==> config.mk <==
export PLATFORM = sky130hd
export DESIGN_NAME = dcache_fsm
export DESIGN_NICKNAME = d
export VERILOG_FILES = /design/src/cache_geom_pkg.sv /design/src/cache_ctrl_pkg.sv /design/src/dcache_fsm.sv
export SDC_FILE = /design/constraint.sdc
export NUM_CORES = 1
export LEC_CHECK = 0
export BUFFER_PORTS_ARGS = -buffer_cell sky130_fd_sc_hd__buf_2
export CAP_MARGIN = 10
export CORE_AREA = 2 2 147 149
export DETAILED_ROUTE_END_ITERATION = 8
export DIE_AREA = 0 0 149 151
export PLACE_DENSITY = 0.48
export SLEW_MARGIN = 20
export SYNTH_ARGS = -nofsm -noshare
export SYNTH_HDL_FRONTEND = slang
export SYNTH_SLANG_ARGS = --single-unit
==> constraint.sdc <==
create_clock -name clk -period 8.1 [get_ports clk]
set_clock_uncertainty 0.2 [all_clocks]
set_input_delay 1.215 -clock clk [delete_from_list [all_inputs] [get_ports clk]]
set_output_delay 1.215 -clock clk [all_outputs]
set_load 0.03 [all_outputs]
==> src/cache_geom_pkg.sv <==
`default_nettype none

package cache_geom_pkg;

    // address split: tag | index | word | byte
    localparam int TAG_W          = 20;
    localparam int INDEX_W        = 8;
    localparam int WORD_SEL_W     = 2;
    localparam int NUM_WAYS       = 4;
    localparam int WORDS_PER_LINE = 4;

    typedef logic [1:0] way_t;

    typedef logic [WORDS_PER_LINE*32-1:0] line_t;  // word 0 in the low bits

    typedef struct packed {
        logic [TAG_W-1:0] tag;
        logic             valid;
    } tag_entry_t;

    // one buffered store hit, 48 bits
    typedef struct packed {
        way_t                  way;
        logic [INDEX_W-1:0]    index;
        logic [WORD_SEL_W-1:0] word;
        logic [3:0]            wstrb;
        logic [31:0]           data;
    } store_entry_t;

    typedef struct packed {
        way_t                  way;
        logic [WORD_SEL_W-1:0] word;
        logic [31:0]           data;
        logic                  last;   // tag and valid go in with this beat
        logic                  dirty;
    } fill_write_t;

endpackage

`default_nettype wire
==> src/cache_ctrl_pkg.sv <==
`default_nettype none

package cache_ctrl_pkg;

    typedef enum logic {
        LOAD  = 1'b0,
        STORE = 1'b1
    } cache_op_t;

    typedef enum logic [2:0] {
        IDLE,
        LOOKUP,
        VICTIM,
        WRITEBACK,
        REFILL_REQ,
        REFILL
    } main_state_t;

    // cpu request, 69 bits
    typedef struct packed {
        cache_op_t                          op;
        logic [cache_geom_pkg::INDEX_W-1:0] index;
        logic [cache_geom_pkg::TAG_W-1:0]   tag;
        logic [3:0]                         offset;
        logic [3:0]                         wstrb;
        logic [31:0]                        wdata;
    } cpu_req_t;

endpackage

`default_nettype wire

==> src/dcache_fsm.sv <==
`timescale 1ns/100ps
`default_nettype none

module dcache_fsm (
    input  logic                                      clk,
    input  logic                                      reset,
    // cpu side
    input  logic                                      valid,
    input  cache_ctrl_pkg::cpu_req_t                  req,
    output logic                                      addr_ok,
    output logic                                      data_ok,
    // memory side
    output logic                                      rd_req,
    output logic [31:0]                               rd_addr,
    input  logic                                      rd_rdy,
    output logic                                      wr_req,
    output logic [31:0]                               wr_addr,
    input  logic                                      wr_rdy,
    input  logic                                      ret_valid,
    input  logic                                      ret_last,
    input  logic [31:0]                               ret_data,
    // array side
    output logic                                      read_en,
    output logic [cache_geom_pkg::INDEX_W-1:0]        read_index,
    output logic [cache_geom_pkg::TAG_W-1:0]          cmp_tag,
    output logic [cache_geom_pkg::WORD_SEL_W-1:0]     cmp_word,
    output cache_geom_pkg::fill_write_t               fill,
    output logic                                      fill_en,
    input  logic                                      hit,
    input  cache_geom_pkg::way_t                      hit_way,
    input  cache_geom_pkg::way_t                      victim_way,
    input  logic                                      victim_dirty,
    input  logic [cache_geom_pkg::TAG_W-1:0]          victim_tag,
    // store buffer side
    output cache_geom_pkg::store_entry_t              store_req,
    output logic                                      store_en,
    input  logic                                      store_pending,
    input  cache_geom_pkg::store_entry_t              pending_entry,
    // refill counter side
    output logic                                      beat_start,
    input  logic [1:0]                                beat_idx,
    input  logic                                      at_req_word
);
    import cache_geom_pkg::*;
    import cache_ctrl_pkg::*;

    main_state_t state_q;
    main_state_t state_d;
    cpu_req_t    req_q;
    logic        accept;
    logic        hazard;
    logic        match_lookup;
    logic        match_buffer;
    logic [31:0] merged;

    // ######################################################################
    // request acceptance and load-after-store hazard
    // ######################################################################

    assign match_lookup = req.index == req_q.index && req.offset[3:2] == req_q.offset[3:2];
    assign match_buffer = req.index == pending_entry.index
                       && req.offset[3:2] == pending_entry.word;

    assign hazard = req.op == LOAD
                 && ((state_q == LOOKUP && req_q.op == STORE && match_lookup)
                  || (store_pending && match_buffer));

    assign addr_ok = (state_q == IDLE || (state_q == LOOKUP && hit)) && !hazard;
    assign accept  = valid && addr_ok;

    always_ff @(posedge clk) begin
        if (accept) begin
            req_q <= req;
        end
    end

    // set re-read once the store buffer has drained
    assign read_en    = accept || (state_q == VICTIM && !store_pending);
    assign read_index = (state_q == VICTIM) ? req_q.index : req.index;
    assign cmp_tag    = req_q.tag;
    assign cmp_word   = req_q.offset[3:2];

    // ######################################################################
    // main state machine
    // ######################################################################

    always_ff @(posedge clk) begin
        if (reset) begin
            state_q <= IDLE;
        end else begin
            state_q <= state_d;
        end
    end

    always_comb begin
        state_d = state_q;
        case (state_q)
            IDLE: begin
                if (accept) state_d = LOOKUP;
            end
            LOOKUP: begin
                if (!hit) begin
                    state_d = VICTIM;
                end else if (!accept) begin
                    state_d = IDLE;
                end
            end
            VICTIM: begin
                if (!store_pending) state_d = WRITEBACK;
            end
            WRITEBACK: begin
                if (!victim_dirty || wr_rdy) state_d = REFILL_REQ;  // clean victim skips
            end
            REFILL_REQ: begin
                if (rd_rdy) state_d = REFILL;
            end
            REFILL: begin
                if (ret_valid && ret_last) state_d = IDLE;
            end
            default: state_d = IDLE;
        endcase
    end

    assign data_ok = (state_q == LOOKUP && hit)
                  || (state_q == REFILL && ret_valid && at_req_word);

    // hit stores go to the buffer at the end of lookup
    assign store_en  = state_q == LOOKUP && hit && req_q.op == STORE;
    assign store_req = '{way:   hit_way,
                         index: req_q.index,
                         word:  req_q.offset[3:2],
                         wstrb: req_q.wstrb,
                         data:  req_q.wdata};

    // ######################################################################
    // memory requests and refill
    // ######################################################################

    assign wr_req  = state_q == WRITEBACK && victim_dirty;
    assign wr_addr = {victim_tag, req_q.index, 4'b0000};
    assign rd_req  = state_q == REFILL_REQ;
    assign rd_addr = {req_q.tag, req_q.index, 4'b0000};

    assign beat_start = state_q == REFILL_REQ && rd_rdy;

    always_comb begin
        merged = ret_data;
        for (int b = 0; b < 4; b++) begin
            if (req_q.wstrb[b]) merged[8*b +: 8] = req_q.wdata[8*b +: 8];
        end
    end

    assign fill_en = state_q == REFILL && ret_valid;
    assign fill    = '{way:   victim_way,
                       word:  beat_idx,
                       data:  (req_q.op == STORE && at_req_word) ? merged : ret_data,
                       last:  ret_last,
                       dirty: req_q.op == STORE};

    // a waiting write-back keeps its line address
    assert property (@(posedge clk) disable iff (reset)
        wr_req && !wr_rdy |=> wr_req && $stable(wr_addr));

endmodule

`default_nettype wire

==> flow_summary.ini <==
[worst_setup_path]
crit_family = simple AND/OR/NAND/NOR gates
arrival_ps = 2570
cp_slowest_stage_delay_ps = 440
worst_setup_path_start_kind = primary input
cp_num_buf_inv = 2
cp_cell_sequence = buf_2 > xnor2_1 > nand4_1 > nor4_2 > nor3b_4 > a21o_2 > buf_2
crit_top_cell = buf_2
crit_slowest_cell = nor4_2
end_kind = output pin
crit_fanout = 4
criticalPathCategory = primary input to output pin
worst_ep_required_time_ps = 6680

[layout]
mostFrequentLayoutCells = buf_2 (273), edfxtp_1 (67), mux2_2 (41), xnor2_1 (20), clkbuf_16 (9)
multiInputGateArea_um2 = 996.0
diodes = 0
drive_gt1_share_pct = 70.12
final_common_cell = buf_2
fin_area_um2 = 5067
nNetsFinal = 663
seq_area_um2 = 2072
fill_cells = 2235
post-route-util_pct = 24.34
final_cells = 757
areaGrowthSynthToFinish_pct = 40.28

[drt]
drtPass1Iterations = 3
wire_per_inst_um = 14.51
route.detailed.drc = 0
antenna_left = 0
vias = 2761
routed_wirelength_mm = 10.98
drtIter0Drc = 41
routed_via_density = 3.647

[timing]
fmax_ghz = 0.2512
slew_headroom_pct = 62.76
final-hold-violation-count = 0
min_period_over_period_pct = 49.14
fin_ws_ps = 4119
worst_pin_slew_ps = 557.0
min_period_ps = 3981
maxSlewViolCount = 0
rsz0062_at_grt = no
finalSetupViolCount = 0
fin_setup_tns_ps = 0

[floorplan]
ios = 374
die_w_um = 149
start_util_pct = 17.35
rows = 53
die_y_um = 151
core_um2 = 20820
die_area_um2 = 22500

[yosys]
async_reset_ff_share_pct = 0
synth_edf_count = 67
ys.flop_type = edfxtp_1
syn_area_per_cell_um2 = 13.79
ys_types = 33
ys_warn_count = 0
syn_inst = 262
synth.ff_latch_count = 70
syn-cell-area_um2 = 3612
seq_area_frac_synth_pct = 57.36

[cts]
post_cts_buffers = 0
clk_latency_ps = 330
cts-root-buf = clkbuf_16
numCtsBuffers = 9
clk_pin_slew_worst_paths_ps = 60
cts_buffer_depth = 2
ctsResizeCount = 0
cts_tree = done
h-tree-depth = 3
cts.sinks = 70
hold_buffers = 0

[global_routing]
use_met2_pct = 15.99
antenna_found_initial = 0
met3_usage_pct = 3.855
grt_pass1_wl_mm = 14.75
grt-ovfl-total = 0
grt_util_all_layers_pct = 9.107
grt-busiest-layer = met2
grt_max_degree = 37
grt_pass1_vias = 2574
met1_usage_pct = 9.330

[placement]
io_buffers = 273
pre_cts_slack_ps = 4063
placed_area_um2 = 4801
dpl.cell_count = 741
place_congestion = 0.7187
dp_hpwl_mm = 8.851

[outcome]
status = finished clean

[pwr]
irDropWorstVdd_mv = 0.08400
power.static_leakage_nw = 2.242
powerDensity_nw_per_um2 = 285.3

[flow_run]
cap_violations = 0

[min_path]
hold_class = flop to flop
[synth_stat cells (all sizes together), types with 2 or more instances]
cell    number  area share [%]
clkbuf       3            0.31
a21oi        3            0.42
and3         3            0.52
nor3b        2            0.55
dfxtp        3             1.7
nand2b       5            0.87
nor2         7            0.80
mux2i        2            0.55
nand3        7            0.97
inv          2            0.21
nand4        4            0.69
buf         75              15
a31oi        2            0.35
xnor2       20             4.8
mux2        41              13
nor2b        3            0.59
edfxtp      67              56
o21ai        2            0.28
[worst register-to-register path, cell delays in order (launching register included)]
cell	delay [ps]
dfxtp_1	560
nor2_1	120
nand4_1	120
nor4_2	70
nor3b_4	220
buf_4	420
buf_4	550
[where the power goes]
| part | leakage, nW | internal, mW | switching [mW] |
|---|---|---|---|
| sequential | 0.669 | 0.484 | 0.0487 |
| combinational | 1.45 | 0.165 | 0.387 |
| clock | 0.125 | 0.204 | 0.157 |
[logic make-up after synthesis]
kind of cell	after synthesis	synth area share [%]
buf+inv	80	15.97
flops	70	57.36
mux	43	13.34
simple gates	37	6.165
xor+xnor	20	4.849
compound gates	11	2.217
other cells	1	0.1038
[routing by layer]
metal	vias up	share of wire [%]	wire length (µm)
li1	1289	-	-
met1	1249	36	3969
met2	207	50	5521
met3	16	12	1274
met4	0	2.0	218
met5	-	0	0
[sequential cells by signal, summed over array words and instances, names as in the netlist]
| register | count |
|---|---|
| fill | 1 |
| store_req | 36 |
| cmp_tag | 20 |
| cmp_word | 2 |
| rd_addr | 8 |
| state_q | 3 |
[per-stage QoR]
| stage | total power [mW] | hold slack, ps |
|---|---|---|
| 2_1_floorplan | 0.9887 | 397.8 |
| 3_5_place_dp | 1.105 | 425.0 |
| 4_1_cts | 1.486 | 438.1 |
| 6_report | 1.446 | 426.5 |
| 3_3_place_gp | 1.103 | 424.4 |
| 5_1_grt | 1.532 | 458.0 |
[final timing paths]
check | start | slack (ps) | endpoint | cells after the start
worst max-delay path | req[61] | 4120 | read_en | 7
worst min-delay path | state_q[1] | 430 | state_q[1] | 2
worst max register to register | state_q[2] | 5410 | store_req[22] | 6
worst min register to register | state_q[1] | 430 | state_q[1] | 2
[final cells by class]
| class | instances | area share [%] |
|---|---|---|
| Sequential cell | 70 | 40.89 |
| Timing Repair Buffer | 275 | 27.26 |
| Clock buffer | 9 | 4.444 |
| Multi-Input combinational cell | 119 | 19.65 |
| Tap cell | 275 | 6.790 |
| Clock inverter | 7 | 0.8148 |
| Inverter | 2 | 0.1481 |
(Power assumes the default switching activity.)
