--- config.mk ---
export PLATFORM = sky130hd
export DESIGN_NAME = store_buffer
export DESIGN_NICKNAME = d
export VERILOG_FILES = /design/src/cache_geom_pkg.sv /design/src/store_buffer.sv
export SDC_FILE = /design/constraint.sdc
export NUM_CORES = 1
export LEC_CHECK = 0
export BUFFER_PORTS_ARGS = -buffer_cell sky130_fd_sc_hd__buf_2
export CAP_MARGIN = 20
export CORE_UTILIZATION = 38
export CTS_CLUSTER_DIAMETER = 40
export DETAILED_ROUTE_END_ITERATION = 12
export GPL_TIMING_DRIVEN = 0
export PLACE_DENSITY_LB_ADDON = 0.1
export SYNTH_ARGS = -nofsm -noshare
export SYNTH_HDL_FRONTEND = slang
export SYNTH_SLANG_ARGS = --single-unit
--- constraint.sdc ---
create_clock -name clk -period 0.8 [get_ports clk]
set_input_delay 0.16 -clock clk [delete_from_list [all_inputs] [get_ports clk]]
set_output_delay 0.16 -clock clk [all_outputs]
set_load 0.1 [all_outputs]
--- src/cache_geom_pkg.sv ---
`default_nettype none

package cache_geom_pkg;

    // address split: tag | index | word | byte
    localparam int TAG_W          = 20;
    localparam int INDEX_W        = 8;
    localparam int WORD_SEL_W     = 2;
    localparam int NUM_WAYS       = 4;
    localparam int WORDS_PER_LINE = 4;

    typedef logic [1:0] way_t;

    typedef logic [WORDS_PER_LINE*32-1:0] line_t;  // word 0 in the low bits

    typedef struct packed {
        logic [TAG_W-1:0] tag;
        logic             valid;
    } tag_entry_t;

    // one buffered store hit, 48 bits
    typedef struct packed {
        way_t                  way;
        logic [INDEX_W-1:0]    index;
        logic [WORD_SEL_W-1:0] word;
        logic [3:0]            wstrb;
        logic [31:0]           data;
    } store_entry_t;

    typedef struct packed {
        way_t                  way;
        logic [WORD_SEL_W-1:0] word;
        logic [31:0]           data;
        logic                  last;   // tag and valid go in with this beat
        logic                  dirty;
    } fill_write_t;

endpackage

`default_nettype wire
--- src/store_buffer.sv ---
`timescale 1ns/100ps
`default_nettype none

module store_buffer (
    input  logic                         clk,
    input  logic                         reset,
    input  cache_geom_pkg::store_entry_t store_req,
    input  logic                         store_en,
    output cache_geom_pkg::store_entry_t store_wr,
    output logic                         store_wr_en,
    output logic                         pending,
    output cache_geom_pkg::store_entry_t pending_entry
);
    import cache_geom_pkg::*;

    store_entry_t entry_q;
    logic         full_q;

    // a new hit store may land in the same cycle the old one drains
    always_ff @(posedge clk) begin
        if (reset) begin
            full_q <= 1'b0;
        end else begin
            full_q <= store_en;
        end
    end

    always_ff @(posedge clk) begin
        if (store_en) begin
            entry_q <= store_req;
        end
    end

    assign store_wr      = entry_q;
    assign store_wr_en   = full_q;
    assign pending       = full_q;  // read by the hazard check
    assign pending_entry = entry_q;

endmodule

`default_nettype wire

==> results of run 1 <==
-- cells by family after synthesis --
kind of cell,synth area share
buf+inv,0.200
flops,0.793
simple gates,0.00747
-- cell usage after synthesis --
library cell   n  share of area
edfxtp_1      48           0.78
buf_4         49           0.20
dfxtp_1        1          0.011
nor2b_4        1         0.0075
-- stage by stage --
stage | instances | cell area (sq um) | TNS (ns) | hold WS, ns | setup slack, ns
2_1_floorplan | 99 | 2440 | -44.00 | 0.217 | -0.586
3_5_place_dp | 299 | 3250 | -50.21 | 0.338 | -0.599
3_3_place_gp | 299 | 3250 | -47.72 | 0.337 | -0.563
==> impl_results.md, run 1 <==
* H-Tree Depth at 2
* Post-CTS Setup Inserts at 0
* Port bufs at 148
* Clk buf depth at 2
* RePlAce Congestion at 0.682
* Final HPWL DP at 3020 um
* Initial Util at 0.409
* Post-CTS sizing at 290
* Die Width at 71.6 um
* Die Span Y at 71.6 um
* Unique masters post-synth at 4
* Clock root cell: clkbuf_8
* Num CTS Buffers at 5
* Syn Area/Cell at 18.6 sq um
* Status: stopped before the end
* Yosys warns at 0
* Row Count at 24
* Post-Syn Nets at 150
* Post-cts hold buffer count at 0
* Seq/Total Area, Yosys at 0.793
* Run Error: [ERROR DPL-0033] detailed placement checks failed during check placement.
* Post-synthesis cell count at 99
* #FFs+latches synth at 49
* Sinks on Clock Net at 49
* IO Count at 149
* Synthesized area at 1840 sq um
* Failed at: clock tree synthesis
==> run 2, diff against run 1 <==
CORE_UTILIZATION = 25   (was 38)
CTS_CLUSTER_DIAMETER = unset   (was 40)
PLACE_DENSITY_LB_ADDON = 0.15   (was 0.1)
==> run 2 against run 1 <==
Against the previous run: synthesized cell count unchanged; the flow now finishes, with violations (setup timing); area after synthesis unchanged.
==> impl_results.md, run 2 <==
* Status: complete, but fails checks
* Failing checks: setup timing
* Clock root cell: clkbuf_8
* #FFs+latches synth at 49 (unchanged)
* Layout Nets at 306
* Row Count at 30 (+25%)
* Global-route wire length before repair at 6750 um
* Yosys warns at 0 (unchanged)
* Crit path kind: flip-flop to output pin
* Crit end category: output pin
* DR DRC count at 0
* Initial Util at 0.265 (-0.144)
* Placed Area at 3310 sq um (+1.7%)
* Final worst-path cycle share at 1.56
* Area Growth Syn to Fin at 142%
* Hold endpoint: pending$_SDFF_PP0_
* Routed WL per cell at 13.3 um
* P per Cell Area at 2190 nW/um^2
* Drt pass-1 iters at 3
* Setup slack at placement at -0.614 ns (-0.0149 ns)
* Clock-pin slew on the worst setup and hold paths at 0.08 ns
* Final worst slack at -0.450 ns
* Antenna violations before repair at 0
* Core area at 6940 sq um
* Hold path startpoint: reset
* Fmax at 800 MHz
* Gr ovfl total at 0
* Hold path depth at 2
* Max_slew headroom at 0.589
* Die Width at 87.9 um (+23%)
* RePlAce Congestion at 0.642 (-6.0%)
* Tmin final at 1.25 ns
* Synth top area cells: edfxtp_1 78%, buf_4 20%, dfxtp_1 1.1%
* Crit-path cells: buf_12 > buf_12
* Post-DR vias/cell at 3.69
* RSZ-0062 raised after global routing: yes
* Post-synthesis cell count at 99 (unchanged)
* Largest net degree at the start of global routing at 50
* Count leader, synth: buf_4
* Critical path required time at 0.64 ns
* CP delay by family, top: flip-flops
* Max cap viols at 0
* Filler cell count at 484
* Worst setup SP type: flip-flop
* Hold Slack at 0.0327 ns
* Post-Syn Nets at 150 (unchanged)
* Max-slew violation count at 0
* Max FFs per register at 48
* Synthesized area at 1840 sq um (unchanged)
* Initial detailed-routing violation count at 27
* Diode count at 0
* Worst path slowest cell: edfxtp_1
* Drt total wl at 4660 um
* GRT Overall Usage at 0.120
* Final HPWL DP at 3120 um (+3.3%)
* Num CTS Buffers at 5 (unchanged)
* Seq/Total Area, Yosys at 0.793 (unchanged)
* Unique masters post-synth at 4 (unchanged)
* Sinks on Clock Net at 49 (unchanged)
* Vias in the first global route at 1,328
* Clk buf depth at 2 (unchanged)
* Syn Area/Cell at 18.6 sq um (unchanged)
* DIE AREA at 7720 sq um
* Final setup vio count at 98
* Largest area contributor in the netlist: edfxtp_1
* Ratio of cells with drive above 1 in the final layout at 0.808
* Die Span Y at 87.9 um (+23%)
* Synth top area share at 0.782 (unchanged)
* Cell area after layout at 4470 sq um
* Port bufs at 148 (unchanged)
* Post-synth top cells: 49 x buf_4, 48 x edfxtp_1, 1 x dfxtp_1, 1 x nor2b_4
* Count of final hold-check violations at 0
* Post-DRT Antenna Nets at 0
* Top_reg_cell synth: edfxtp_1
* Commonest non-fill, non-tap cell in the layout: buf_12
* CTS tree: done
* Worst path bufs/invs at 2
* Worst Max-Slew Pin Slew at 0.616 ns
* IO Count at 149 (unchanged)
* H-Tree Depth at 2 (unchanged)
* DR vias at 1,296
* Synth async-reset ratio at 0 (unchanged)
* Hold Path Class: input pin to flip-flop
* Critical path's most frequent cell: buf_12
* Worst path max stage delay at 0.48 ns
* Post-synth EDFFs at 48 (unchanged)
* CP max FO at 2
* CP arrival at 1.09 ns
* Most frequent cells in the layout: 99 x buf_12, 49 x buf_2, 48 x buf_6, 48 x edfxtp_1, 5 x clkbuf_8
* Worst IR drop on VDD at 0.952 mV
* P_leak at 1.95 nW
run 2: power breakdown:
part,switching (mW),internal (mW)
logic,3.25,1.87
registers,0.247,3.05
clock network,0.775,0.588
run 2: worst max-delay path by stage:
stage | startpoint | end | slack [ns] | cells past startpoint
floorplan | pending_entry[0]$_DFFE_PP_ | store_wr[0] | -0.59 | 1
global placement | store_en | pending_entry[18]$_DFFE_PP_ | -0.60 | 1
detailed placement | store_en | pending_entry[42]$_DFFE_PP_ | -0.61 | 1
CTS | pending_entry[20]$_DFFE_PP_ | store_wr[20] | -0.44 | 2
global route | pending_entry[0]$_DFFE_PP_ | store_wr[0] | -0.49 | 2
finish | pending_entry[17]$_DFFE_PP_ | store_wr[17] | -0.45 | 2
run 2: per-layer routing:
metal  share of wire  wire length (um)  GRT usage
met1            0.33              1540      0.117
met3           0.089               416     0.0443
met4          0.0079                37     0.0402
met2            0.57              2670      0.230
met5               0                 0          0
run 2: what timing repair did:
action / in CTS / in global routing
buffers inserted: 0 / 1
hold buffers: 0 / 0
resized for setup: 296 / 7
cloned: 0 / 0
setup endpoints to repair: 147 / 98
run 2: metrics by stage:
step | TNS (ns) | total power, mW | util | cells
after CTS | -37.53 | 9.82 | 0.639 | 350
after global placement | -49.94 | 7.41 | 0.476 | 343
after detailed placement | -50.96 | 7.43 | 0.476 | 343
after global routing | -40.28 | 10.0 | 0.644 | 351
after floorplan | -44.00 | 6.93 | - | 99
final | -36.29 | 9.79 | 0.644 | 351
run 2: cell type report:
type	instances	area (sq um)	share of cell area
timing repair buffer	149	1820	0.407
sequential	49	1470	0.328
buffer	49	972	0.218
tap	96	120	0.0269
clock buffer	5	68.8	0.0154
multi-input combinational	1	13.8	0.00308
clock inverter	2	11.3	0.00252
run 2: cell families after synthesis:
logic type    synth area share
flops                    0.793
buf+inv                  0.200
simple gates           0.00747
No activity file was read; power rests on OpenSTA's default activity.
==> run 3, diff against run 2 <==
--- a/config.mk
+++ b/config.mk
@@ -9,3 +9,4 @@
 export CAP_MARGIN = 20
-export CORE_UTILIZATION = 25
+export CORE_ASPECT_RATIO = 1.25
+export CORE_UTILIZATION = 38
 export DETAILED_ROUTE_END_ITERATION = 12
==> constraint.sdc (replaced) <==
create_clock -name clk -period 0.8 [get_ports clk]
set_input_delay 0.08 -clock clk [delete_from_list [all_inputs] [get_ports clk]]
set_output_delay 0.08 -clock clk [all_outputs]
set_load 0.1 [all_outputs]
==> run 3 against run 2 <==
Against the previous run: the run now fails in clock tree synthesis; area after synthesis unchanged; synthesized cell count unchanged.
==> impl_results.md, run 3 <==
* RePlAce Congestion at 0.654 (+2.0%)
* Placed Area at 3260 sq um (-1.4%)
* Unique masters post-synth at 4 (unchanged)
* Run Error: [ERROR DPL-0038] Utilization greater than 100%, impossible to legalize
* Top_reg_cell synth: edfxtp_1
* Failed at: clock tree synthesis
* Clk buf depth at 2 (unchanged)
* H-Tree Depth at 2 (unchanged)
* Port bufs at 148 (unchanged)
* Final HPWL DP at 3190 um (+2.3%)
* Die Width at 64.3 um (-27%)
* Count leader, synth: buf_4
* Synth async-reset ratio at 0 (unchanged)
* Yosys warns at 0 (unchanged)
* Post-synth EDFFs at 48 (unchanged)
* Setup slack at placement at -0.493 ns (+0.121 ns)
* Synthesized area at 1840 sq um (unchanged)
* Row Count at 27 (-10%)
* Status: stopped before the end
* Die Span Y at 79.9 um (-9.1%)
* Num CTS Buffers at 5 (unchanged)
* Synth top area share at 0.782 (unchanged)
* Clock root cell: clkbuf_8
* Post-synthesis cell count at 99 (unchanged)
* IO Count at 149 (unchanged)
* Post-CTS sizing at 288 (-2.7%)
* Post-CTS Setup Inserts at 0 (unchanged)
* Syn Area/Cell at 18.6 sq um (unchanged)
* Post-cts hold buffer count at 49 (+49)
* Initial Util at 0.407 (+0.142)
* Post-synth top cells: 49 x buf_4, 48 x edfxtp_1, 1 x dfxtp_1, 1 x nor2b_4
* Largest area contributor in the netlist: edfxtp_1
* Synth top area cells: edfxtp_1 78%, buf_4 20%, dfxtp_1 1.1%
* #FFs+latches synth at 49 (unchanged)
* Sinks on Clock Net at 49 (unchanged)
* Post-Syn Nets at 150 (unchanged)
* Seq/Total Area, Yosys at 0.793 (unchanged)
run 3: cell counts after synthesis:
No cell type changed its count.
run 3: through the flow:
stage,instances,hold WS [ns]
3_5_place_dp,305,0.258
2_1_floorplan,99,0.137
3_3_place_gp,305,0.256
run 3: kinds of logic after synthesis:
logic type / synth area share
buffers and inverters: 0.200
AND/OR/NAND/NOR: 0.00747
flip-flops: 0.793
