## src/refill_counter.sv

```systemverilog
`timescale 1ns/100ps
`default_nettype none

module refill_counter (
    input  logic       clk,
    input  logic       reset,
    input  logic       start,
    input  logic       ret_valid,
    input  logic [1:0] req_word,
    output logic [1:0] beat_idx,
    output logic       at_req_word
);

    logic [2:0] count_q;  // bit 2 set once all four beats are in

    always_ff @(posedge clk) begin
        if (reset) begin
            count_q <= '0;
        end else if (start) begin
            count_q <= '0;
        end else if (ret_valid) begin
            count_q <= count_q + 3'd1;
        end
    end

    assign beat_idx    = count_q[1:0];
    assign at_req_word = !count_q[2] && beat_idx == req_word;

    // memory must stop after the fourth beat
    assert property (@(posedge clk) disable iff (reset) ret_valid |-> !count_q[2]);

endmodule

`default_nettype wire

```

## config.mk

```make
export PLATFORM = sky130hd
export DESIGN_NAME = refill_counter
export DESIGN_NICKNAME = d
export VERILOG_FILES = /design/src/refill_counter.sv
export SDC_FILE = /design/constraint.sdc
export NUM_CORES = 1
export LEC_CHECK = 0
export BUFFER_PORTS_ARGS = -buffer_cell sky130_fd_sc_hd__buf_2
export CELL_PAD_IN_SITES_DETAIL_PLACEMENT = 1
export CELL_PAD_IN_SITES_GLOBAL_PLACEMENT = 1
export CORE_AREA = 2 2 39 41
export DETAILED_ROUTE_END_ITERATION = 6
export DIE_AREA = 0 0 41 43
export GPL_TIMING_DRIVEN = 0
export PLACE_DENSITY = 0.44
export SYNTH_ARGS = -nofsm -noshare
export SYNTH_HDL_FRONTEND = slang
export SYNTH_SLANG_ARGS = --single-unit
```

## constraint.sdc

```tcl
create_clock -name clk -period 2.5 [get_ports clk]
set_clock_uncertainty 0.15 [all_clocks]
set_input_delay 0.25 -clock clk [delete_from_list [all_inputs] [get_ports clk]]
set_output_delay 0.25 -clock clk [all_outputs]
set_load 0.005 [all_outputs]
```

==> flow_metrics.env, run 1 <==
export IMPL_status="complete, no violations"
export IMPL_fmax_ghz=0.6807
export IMPL_pwr_share_comb_pct=10.8
export IMPL_grt_max_degree=5
export IMPL_critPathMaxFanout=4
export IMPL_clock_latency_ns=0.23
export IMPL_tightest_slew_ns=0.1386
export IMPL_viasPerCell=3.489
export IMPL_wl_per_cell_um=8.556
export IMPL_syn2layout_area_growth_pct=52.27
export IMPL_crit_path_cell_trace="xor2_1 > nor3_1 > buf_2"
export IMPL_worstSetupPathType="register to output pin"
export IMPL_cp_slowest_cell="dfxtp_1"
export IMPL_worstReg2RegEnd="count_q[1]$_SDFFE_PP0P_"
export IMPL_cts_max_path_buffers=2
export IMPL_rsz0062_at_grt="no"
export IMPL_cts_buffers=3
export IMPL_rows=14
export IMPL_p_int_uw=118.6
export IMPL_top_regs="count_q: 3 flops"
export IMPL_die_y_um=43
export IMPL_cp_slowest_stage_delay_ns=0.34
export IMPL_wl_um=385
export IMPL_startpoint="count_q[0]$_SDFFE_PP0P_"
export IMPL_hp_start="reset"
export IMPL_clkTransAtPathRegs_ns=0.04
export IMPL_final_min_clock_period_ns=1.469
export IMPL_slew_viol_final=0
export IMPL_h_tree_depth=1
export IMPL_worstPathBufferInverterCount=1
export IMPL_ys_warnings_count=0
export IMPL_reg2reg_setup_slack_ns=1.39
export IMPL_final_cell_area_um2=251.5
export IMPL_cts_tree="built"
export IMPL_dieArea_um2=1763
export IMPL_grt_overflow_total=0
export IMPL_synth_area_um2=165.2
export IMPL_cap_violations=0
export IMPL_syn_avg_cell_area_um2=9.715
export IMPL_ctsHoldBuffers=0
export IMPL_max_slew_margin_pct=90.49
export IMPL_yosysSeqAreaShare_pct=36.36
export IMPL_dpl_cell_area_um2=225.2
export IMPL_timing_final_ws_setup_ns=1.031
export IMPL_drc=0
export IMPL_startpoint_type="register"
export IMPL_min_to="count_q[2]$_SDFFE_PP0P_"
export IMPL_finalHoldViolCount=0
export IMPL_synth_nets=24
export IMPL_synth_distinct_cells=12
export IMPL_grt_pass1_vias=167
export IMPL_totalPowerFinal_uw=150.8
export IMPL_final_layout_size_suffix_gt1_share_pct=48.28
export IMPL_num_nets_final=37
export IMPL_place_congestion=0.5340
export IMPL_tns_ns=0
export IMPL_track_usage_pct=6.219
export IMPL_first_pass_iters=1
export IMPL_cts_root_buffer="clkbuf_4"
export IMPL_ant_nets=0
export IMPL_die_w_um=41
export IMPL_crit_arrival_ns=1.07
export IMPL_floorplan_initialDensity_pct=11.93
export IMPL_power_density_nw_per_um2=599.7
export IMPL_crit_family="flip-flops"
export IMPL_top_register="count_q"
export IMPL_antenna_found_initial=0
export IMPL_vdd_ir_drop_max_uv=159.3
export IMPL_p_clk_share_pct=55.5
export IMPL_largest_register_ffs=3
export IMPL_min_path_type="primary input to register"
export IMPL_ff2ff_path_depth=3
export IMPL_drtIter0Drc=0
export IMPL_swShare_pct=21.39
export IMPL_p_leak_nw=0.1267
export IMPL_r2r_start="count_q[0]$_SDFFE_PP0P_"
export IMPL_num_antenna_cells=0
export IMPL_port_buffer_count=8
export IMPL_syn_inst=17
export IMPL_pwr_share_seq_pct=33.7
export IMPL_place_ws_ns=1.252
export IMPL_ios=9
export IMPL_cts_sinks=3
export IMPL_critPathCaptureType="output pin"
export IMPL_min_path_cells=3
export IMPL_crit_required_ns=2.10
export IMPL_num_vias=157
export IMPL_period_share_pct=58.76
export IMPL_synth_seq_cells=3
export IMPL_setup_viol=0
export IMPL_grt_pass1_wl_um=662
export IMPL_core_area_um2=1384
export IMPL_netSwitchingPower_uw=32.25
export IMPL_cts_resized_gates=0
export IMPL_post_cts_buffers=0
[cell usage after synthesis (all sizes together)]
| cell | n | area share (%) |
|---|---|---|
| or2 | 1 | 3.8 |
| nand3b | 1 | 4.5 |
| buf | 2 | 9.1 |
| nor3 | 1 | 3.0 |
| xnor2 | 1 | 5.3 |
| mux2i | 1 | 6.1 |
| a21oi | 1 | 3.0 |
| dfxtp | 3 | 36 |
| xor2 | 2 | 11 |
| ha | 1 | 7.6 |
| nor2 | 2 | 4.5 |
| a21bo | 1 | 6.1 |
[power by group through the flow]
stage | sequential (mW) | clock [mW] | combinational [mW]
after floorplan | 0.0513 | 0 | 0.00810
after global placement | 0.0516 | 0 | 0.0156
after detailed placement | 0.0516 | 0 | 0.0166
after CTS | 0.0508 | 0.0906 | 0.0168
after global routing | 0.0511 | 0.0925 | 0.0190
final | 0.0508 | 0.0838 | 0.0162
[per-stage QoR]
step	hold WS (ns)	instances	utilization, %
after floorplan	0.2476	17	-
after global placement	0.3968	41	16.27
after detailed placement	0.3983	41	16.27
after CTS	0.1483	45	18.17
after global routing	0.1777	45	18.17
final	0.1559	45	18.17
[routing by layer]
metal	vias up	global-route usage (%)	wire, um
li1	79	-	-
met1	69	7.051	167
met2	9	6.875	161
met3	0	3.141	55
met4	0	8.000	0
met5	-	0	0
[worst max-delay path by stage]
stage | end | cells past startpoint | slack [ns]
5_1_grt | at_req_word | 3 | 0.88
2_1_floorplan | at_req_word | 2 | 1.41
4_1_cts | at_req_word | 3 | 1.0
3_5_place_dp | at_req_word | 3 | 1.25
6_report | at_req_word | 3 | 1.03
3_3_place_gp | at_req_word | 3 | 1.31
[cells by family after synthesis]
family / Yosys count / share of synthesized area (%)
AOI/OAI and AO/OA: 2 / 9.088
DFF: 3 / 36.37
buffers and inverters: 2 / 9.088
muxes: 1 / 6.061
xor gates and xnor gates: 3 / 15.91
adders and majority gates: 1 / 7.575
and+or+nand+nor: 5 / 15.91
[layout by cell type (no fill, tap or decap)]
cell type	n
buf_2	8
clkbuf_4	3
dfxtp_1	3
xor2_1	2
nor2_1	2
buf_4	2
nor3_1	1
or2_1	1
xnor2_1	1
a21bo_2	1
nand3b_1	1
a21oi_1	1
mux2i_1	1
ha_1	1
clkbuf_1	1
[tightest hold or removal path, stage by stage]
cell and delay [ns]:
buf_2 0.07, or2_1 0.12, a21oi_1 0.05
[area by class of cell]
cell class	count	area, um2
Timing Repair Buffer	8	40.04
Sequential cell	3	60.06
Fill cell	172	1132
Buffer	2	15.01
Multi-Input combinational cell	12	90.09
Tap cell	16	20.02
Clock buffer	4	26.28
Power figures use the tool's default switching activity.
==> run 2, diff against run 1 <==
PLACE_DENSITY = 0.45   (was 0.44)
clock period = 1.3 ns   (was 2.5 ns; I/O delays follow)
==> run 2 against run 1 <==
Effect of this change:
- count of clock-buffer cells in the layout unchanged
- largest cell class unchanged
- design area up 8.0%
- non-clock buffer count rose by 2
- highest routed layer unchanged
- critical path type unchanged
- wire length is 5.7% higher
- sequential power is 88% higher
- clock power increased by 92%
- worst setup slack got worse by 1.0 ns
- final cell count grew 4.4%
==> flow_metrics.env, run 2 (same netlist as run 1, synthesis figures left out) <==
export IMPL_totalPowerFinal_uw=291.8
export IMPL_slew_viol_final=0
export IMPL_grtUsageMet2_pct=6.563
export IMPL_grt_pass1_wl_um=662
export IMPL_tightest_slew_ns=0.1542
export IMPL_vdd_ir_drop_max_uv=303.8
export IMPL_die_w_um=41
export IMPL_wl_um=407
export IMPL_startpoint_type="register"
export IMPL_cts_sinks=3
export IMPL_antenna_found_initial=0
export IMPL_p_leak_nw=0.1378
export IMPL_track_usage_pct=6.212
export IMPL_min_path_type="primary input to register"
export IMPL_drc=0
export IMPL_critPathCaptureType="output pin"
export IMPL_core_area_um2=1384
export IMPL_tns_ns=0
export IMPL_dieArea_um2=1763
export IMPL_largest_register_ffs=3
export IMPL_drtIter0Drc=0
export IMPL_final_min_clock_period_ns=1.264
export IMPL_cts_buffers=3
export IMPL_crit_arrival_ns=0.98
export IMPL_max_slew_margin_pct=89.43
export IMPL_cts_tree="built"
export IMPL_crit_required_ns=1.02
export IMPL_cts_root_buffer="clkbuf_4"
export IMPL_rsz0062_at_grt="yes"
export IMPL_cap_violations=0
export IMPL_finalHoldViolCount=0
export IMPL_grt_max_degree=5
export IMPL_critPathMaxFanout=2
export IMPL_cts_max_path_buffers=2
export IMPL_port_buffer_count=8
export IMPL_power_density_nw_per_um2=1075
export IMPL_wl_per_cell_um=8.660
export IMPL_fillers=165
export IMPL_syn2layout_area_growth_pct=64.39
export IMPL_top_usage_layer="met4"
export IMPL_num_nets_final=39
export IMPL_floorplan_initialDensity_pct=11.93
export IMPL_gr_usage_met1_pct=7.348
export IMPL_num_antenna_cells=0
export IMPL_ios=9
export IMPL_met3_usage_pct=1.571
export IMPL_num_vias=158
export IMPL_status="complete, no violations"
export IMPL_viasPerCell=3.362
export IMPL_grt_pass1_vias=172
export IMPL_fmax_ghz=0.7910
export IMPL_top_register="count_q"
export IMPL_rows=14
export IMPL_setup_viol=0
export IMPL_grt_overflow_total=0
export IMPL_top_regs="count_q: 3 flops"
export IMPL_mostFrequentLayoutCells="buf_2 (8), buf_4 (4), clkbuf_4 (3)"
export IMPL_ant_nets=0
export IMPL_die_y_um=43
export IMPL_worstSetupPathType="register to output pin"
export IMPL_place_congestion=0.5028
export IMPL_final_layout_size_suffix_gt1_share_pct=58.06
export IMPL_clock_latency_ns=0.23
export IMPL_first_pass_iters=1
export IMPL_clkTransAtPathRegs_ns=0.04
export IMPL_period_share_pct=97.25
export IMPL_finish_utilization_pct=19.62
export IMPL_h_tree_depth=1
export IMPL_layout_commonest_cell="buf_2"
==> run 2: changes by cell type in the layout (fill, tap and decap cells not counted) <==
cell     previous run  this run
buf_4               2         4
dfxtp_2             0         1
dfxtp_4             0         1
dfxtp_1             3         1
==> run 2: cell type report <==
class	instances	area, um2	share of cell area (%)
Tap cell	16	20.02	7.373
Sequential cell	3	65.06	23.96
Timing Repair Buffer	10	55.05	20.28
Clock buffer	4	26.28	9.677
Buffer	2	15.01	5.530
Multi-Input combinational cell	12	90.09	33.18
==> run 2: repair_timing <==
action | in CTS | in global routing
resized for setup | 3 | 0
endpoints found under the setup margin | 1 | 1
setup buffers | 2 | 0
pin swaps | 2 | 0
hold buffers | 0 | 0
==> run 2: final timing paths <==
path | from | endpoint | slack [ns] | cells past startpoint
min reg2reg | count_q[2]$_SDFFE_PP0P_ | count_q[2]$_SDFFE_PP0P_ | 0.41 | 2
max reg2reg | count_q[0]$_SDFFE_PP0P_ | count_q[1]$_SDFFE_PP0P_ | 0.08 | 4
max | count_q[0]$_SDFFE_PP0P_ | at_req_word | 0.04 | 3
min | reset | count_q[1]$_SDFFE_PP0P_ | 0.04 | 3
==> run 2: metal layers <==
layer / routed length [um] / vias up
li1: - / 82
met1: 193 / 67
met2: 163 / 9
met3: 50 / 0
met4: 0 / 0
met5: 0 / -
==> run 2: critical path, cell delays in order (launching register included) <==
cell	delay [ns]
dfxtp_4	0.33
xor2_1	0.16
nor3_1	0.13
buf_2	0.14
==> run 2: stage by stage <==
step | instance area (um2) | worst slack, ns | hold WS [ns] | cells
after detailed placement | 225.2 | 0.1632 | 0.2878 | 41
after global placement | 225.2 | 0.1978 | 0.2795 | 41
final | 271.5 | 0.03578 | 0.03978 | 47
after floorplan | 165.2 | 0.2500 | 0.1276 | 17
after CTS | 271.5 | 0.003526 | 0.03273 | 47
after global routing | 271.5 | -0.05231 | 0.05278 | 47
==> run 2: power breakdown <==
part	internal, mW	switching (mW)	total (mW)
registers	0.0940	0.00145	0.0955
clock network	0.115	0.0458	0.161
logic	0.0209	0.0148	0.0357
==> run 3, diff against run 2 <==
BUFFER_PORTS_ARGS = default   (was -buffer_cell sky130_fd_sc_hd__buf_2)
DONT_BUFFER_PORTS = 1   (was default)
PLACE_DENSITY = default   (was 0.45)
PLACE_DENSITY_LB_ADDON = 0.1   (was default)
==> run 3 against run 2 <==
Effect of this change:
- sequential power increased by 2.4%
- critical path depth shrank 1
- register-to-register slack improved by 0.10 ns
- final cell count shrank 15%
- sequential cell count did not move
- via count shrank 13%
==> flow_metrics.env, run 3 (same netlist as run 1, synthesis figures left out) <==
export IMPL_crit_arrival_ns=0.93
export IMPL_timing_final_ws_setup_ns=0.08793
export IMPL_wl_um=368
export IMPL_critPathCaptureType="output pin"
export IMPL_final_min_clock_period_ns=1.212
export IMPL_cts_max_path_buffers=2
export IMPL_fmax_ghz=0.8250
export IMPL_ff2ff_path_depth=3
export IMPL_grt_overflow_total=0
export IMPL_period_share_pct=93.24
export IMPL_status="complete, no violations"
export IMPL_power_density_nw_per_um2=1180
export IMPL_startpoint_type="register"
export IMPL_syn2layout_area_growth_pct=49.24
export IMPL_largest_register_ffs=3
export IMPL_antenna_found_initial=0
export IMPL_die_y_um=43
export IMPL_cts_buffers=3
export IMPL_num_antenna_cells=0
export IMPL_cts_tree="built"
export IMPL_die_w_um=41
export IMPL_min_path_type="primary input to output pin"
export IMPL_cap_violations=0
export IMPL_path_depth=2
export IMPL_reg2reg_setup_slack_ns=0.18
export IMPL_crit_path_cell_trace="xor2_1 > nor3_2"
export IMPL_ios=9
export IMPL_viasPerCell=3.450
export IMPL_dieArea_um2=1763
export IMPL_grt_pass1_wl_um=648
export IMPL_place_congestion=0.6073
export IMPL_cts_sinks=3
export IMPL_rsz0062_at_grt="no"
export IMPL_cp_endpoint="at_req_word"
export IMPL_wl_per_cell_um=9.200
export IMPL_finalHoldViolCount=0
export IMPL_crit_required_ns=1.02
export IMPL_whs_ns=0.2879
export IMPL_clock_latency_ns=0.24
export IMPL_num_nets_final=32
export IMPL_port_buffer_count=0
export IMPL_mostFrequentLayoutCells="clkbuf_4 (3), dfxtp_1 (3), dlygate4sd3_1 (3)"
export IMPL_core_area_um2=1384
export IMPL_worstReg2RegEnd="count_q[2]$_SDFFE_PP0P_"
export IMPL_grt_max_degree=5
export IMPL_max_slew_margin_pct=85.52
export IMPL_r2r_start="count_q[0]$_SDFFE_PP0P_"
export IMPL_num_vias=138
export IMPL_cp_slowest_cell="dfxtp_1"
export IMPL_track_usage_pct=6.426
export IMPL_cp_slowest_stage_delay_ns=0.34
export IMPL_place_ws_ns=0.1849
export IMPL_crit_family="flip-flops"
export IMPL_p_leak_nw=0.1060
export IMPL_fillers=160
export IMPL_critPathMaxFanout=4
export IMPL_top_register="count_q"
export IMPL_tns_ns=0
export IMPL_final_layout_size_suffix_gt1_share_pct=29.17
export IMPL_first_pass_iters=1
export IMPL_vdd_ir_drop_max_uv=425.1
export IMPL_startpoint="count_q[1]$_SDFFE_PP0P_"
export IMPL_cts_root_buffer="clkbuf_4"
export IMPL_finish_utilization_pct=17.81
export IMPL_h_tree_depth=1
export IMPL_floorplan_initialDensity_pct=11.93
export IMPL_tightest_slew_ns=0.2164
export IMPL_drc=0
export IMPL_top_regs="count_q: 3 flops"
export IMPL_setup_viol=0
export IMPL_worstPathBufferInverterCount=0
export IMPL_drtIter0Drc=0
export IMPL_ant_nets=0
export IMPL_rows=14
export IMPL_hpwl_um=278.7
export IMPL_slew_viol_final=0
export IMPL_post_cts_buffers=0
export IMPL_clkTransAtPathRegs_ns=0.04
export IMPL_worstSetupPathType="register to output pin"
export IMPL_grt_pass1_vias=159
## run 3: cell types whose count changed in the layout (fill, tap and decap cells not counted)
cell,previous run,this run
buf_4,4,2
dfxtp_4,1,0
dfxtp_1,1,3
dlygate4sd3_1,0,3
dfxtp_2,1,0
nor3_1,1,0
buf_2,8,0
nor3_2,0,1
## run 3: worst min path at each step
stage,startpoint,endpoint,slack [ns],depth (start not counted)
finish,req_word[0],at_req_word,0.29,2
CTS,req_word[1],at_req_word,0.30,2
global route,req_word[0],at_req_word,0.33,2
floorplan,ret_valid,count_q[0]$_SDFFE_PP0P_,0.13,2
detailed placement,ret_valid,count_q[0]$_SDFFE_PP0P_,0.15,2
global placement,ret_valid,count_q[0]$_SDFFE_PP0P_,0.14,2
## run 3: per-stage QoR
step / cells / instance area (um2) / total power, mW
detailed placement: 33 / 185.2 / 0.1174
floorplan: 17 / 165.2 / 0.1142
global placement: 33 / 185.2 / 0.1174
CTS: 40 / 246.5 / 0.3016
finish: 40 / 246.5 / 0.2909
global route: 40 / 246.5 / 0.3167
## run 3: final cells by class
cell class	instances	area, um2	share of cell area [%]
Clock buffer	4	26.28	10.66
Tap cell	16	20.02	8.122
Buffer	2	15.01	6.091
Sequential cell	3	60.06	24.37
Timing Repair Buffer	3	30.03	12.18
Multi-Input combinational cell	12	95.09	38.58
## run 3: worst register-to-register path: stages (launching register included)
cell	delay (ns)
dfxtp_1	0.35
ha_1	0.23
a21bo_2	0.21
a21oi_1	0.11
## run 3: timing repair
action / CTS / global route
pin swaps: 0 / 1
gates resized for setup: 1 / 0
endpoints found under the hold margin: 3 / 0
hold buffers: 3 / 0
gates cloned: 0 / 0
endpoints found under the setup margin: 1 / 1
## run 3: per-layer routing
layer / GRT usage [%] / vias up / routed length (um)
met5: 0 / - / 0
met4: 4.000 / 0 / 0
met3: 7.853 / 0 / 36
met2: 6.875 / 6 / 193
met1: 6.752 / 63 / 138
li1: - / 69 / -
## run 3: where the power goes
part	internal (mW)	switching [mW]	total [mW]
logic	0.0167	0.0113	0.0280
registers	0.0948	0.00302	0.0978
clock network	0.115	0.0500	0.165
total	0.227	0.0643	0.291
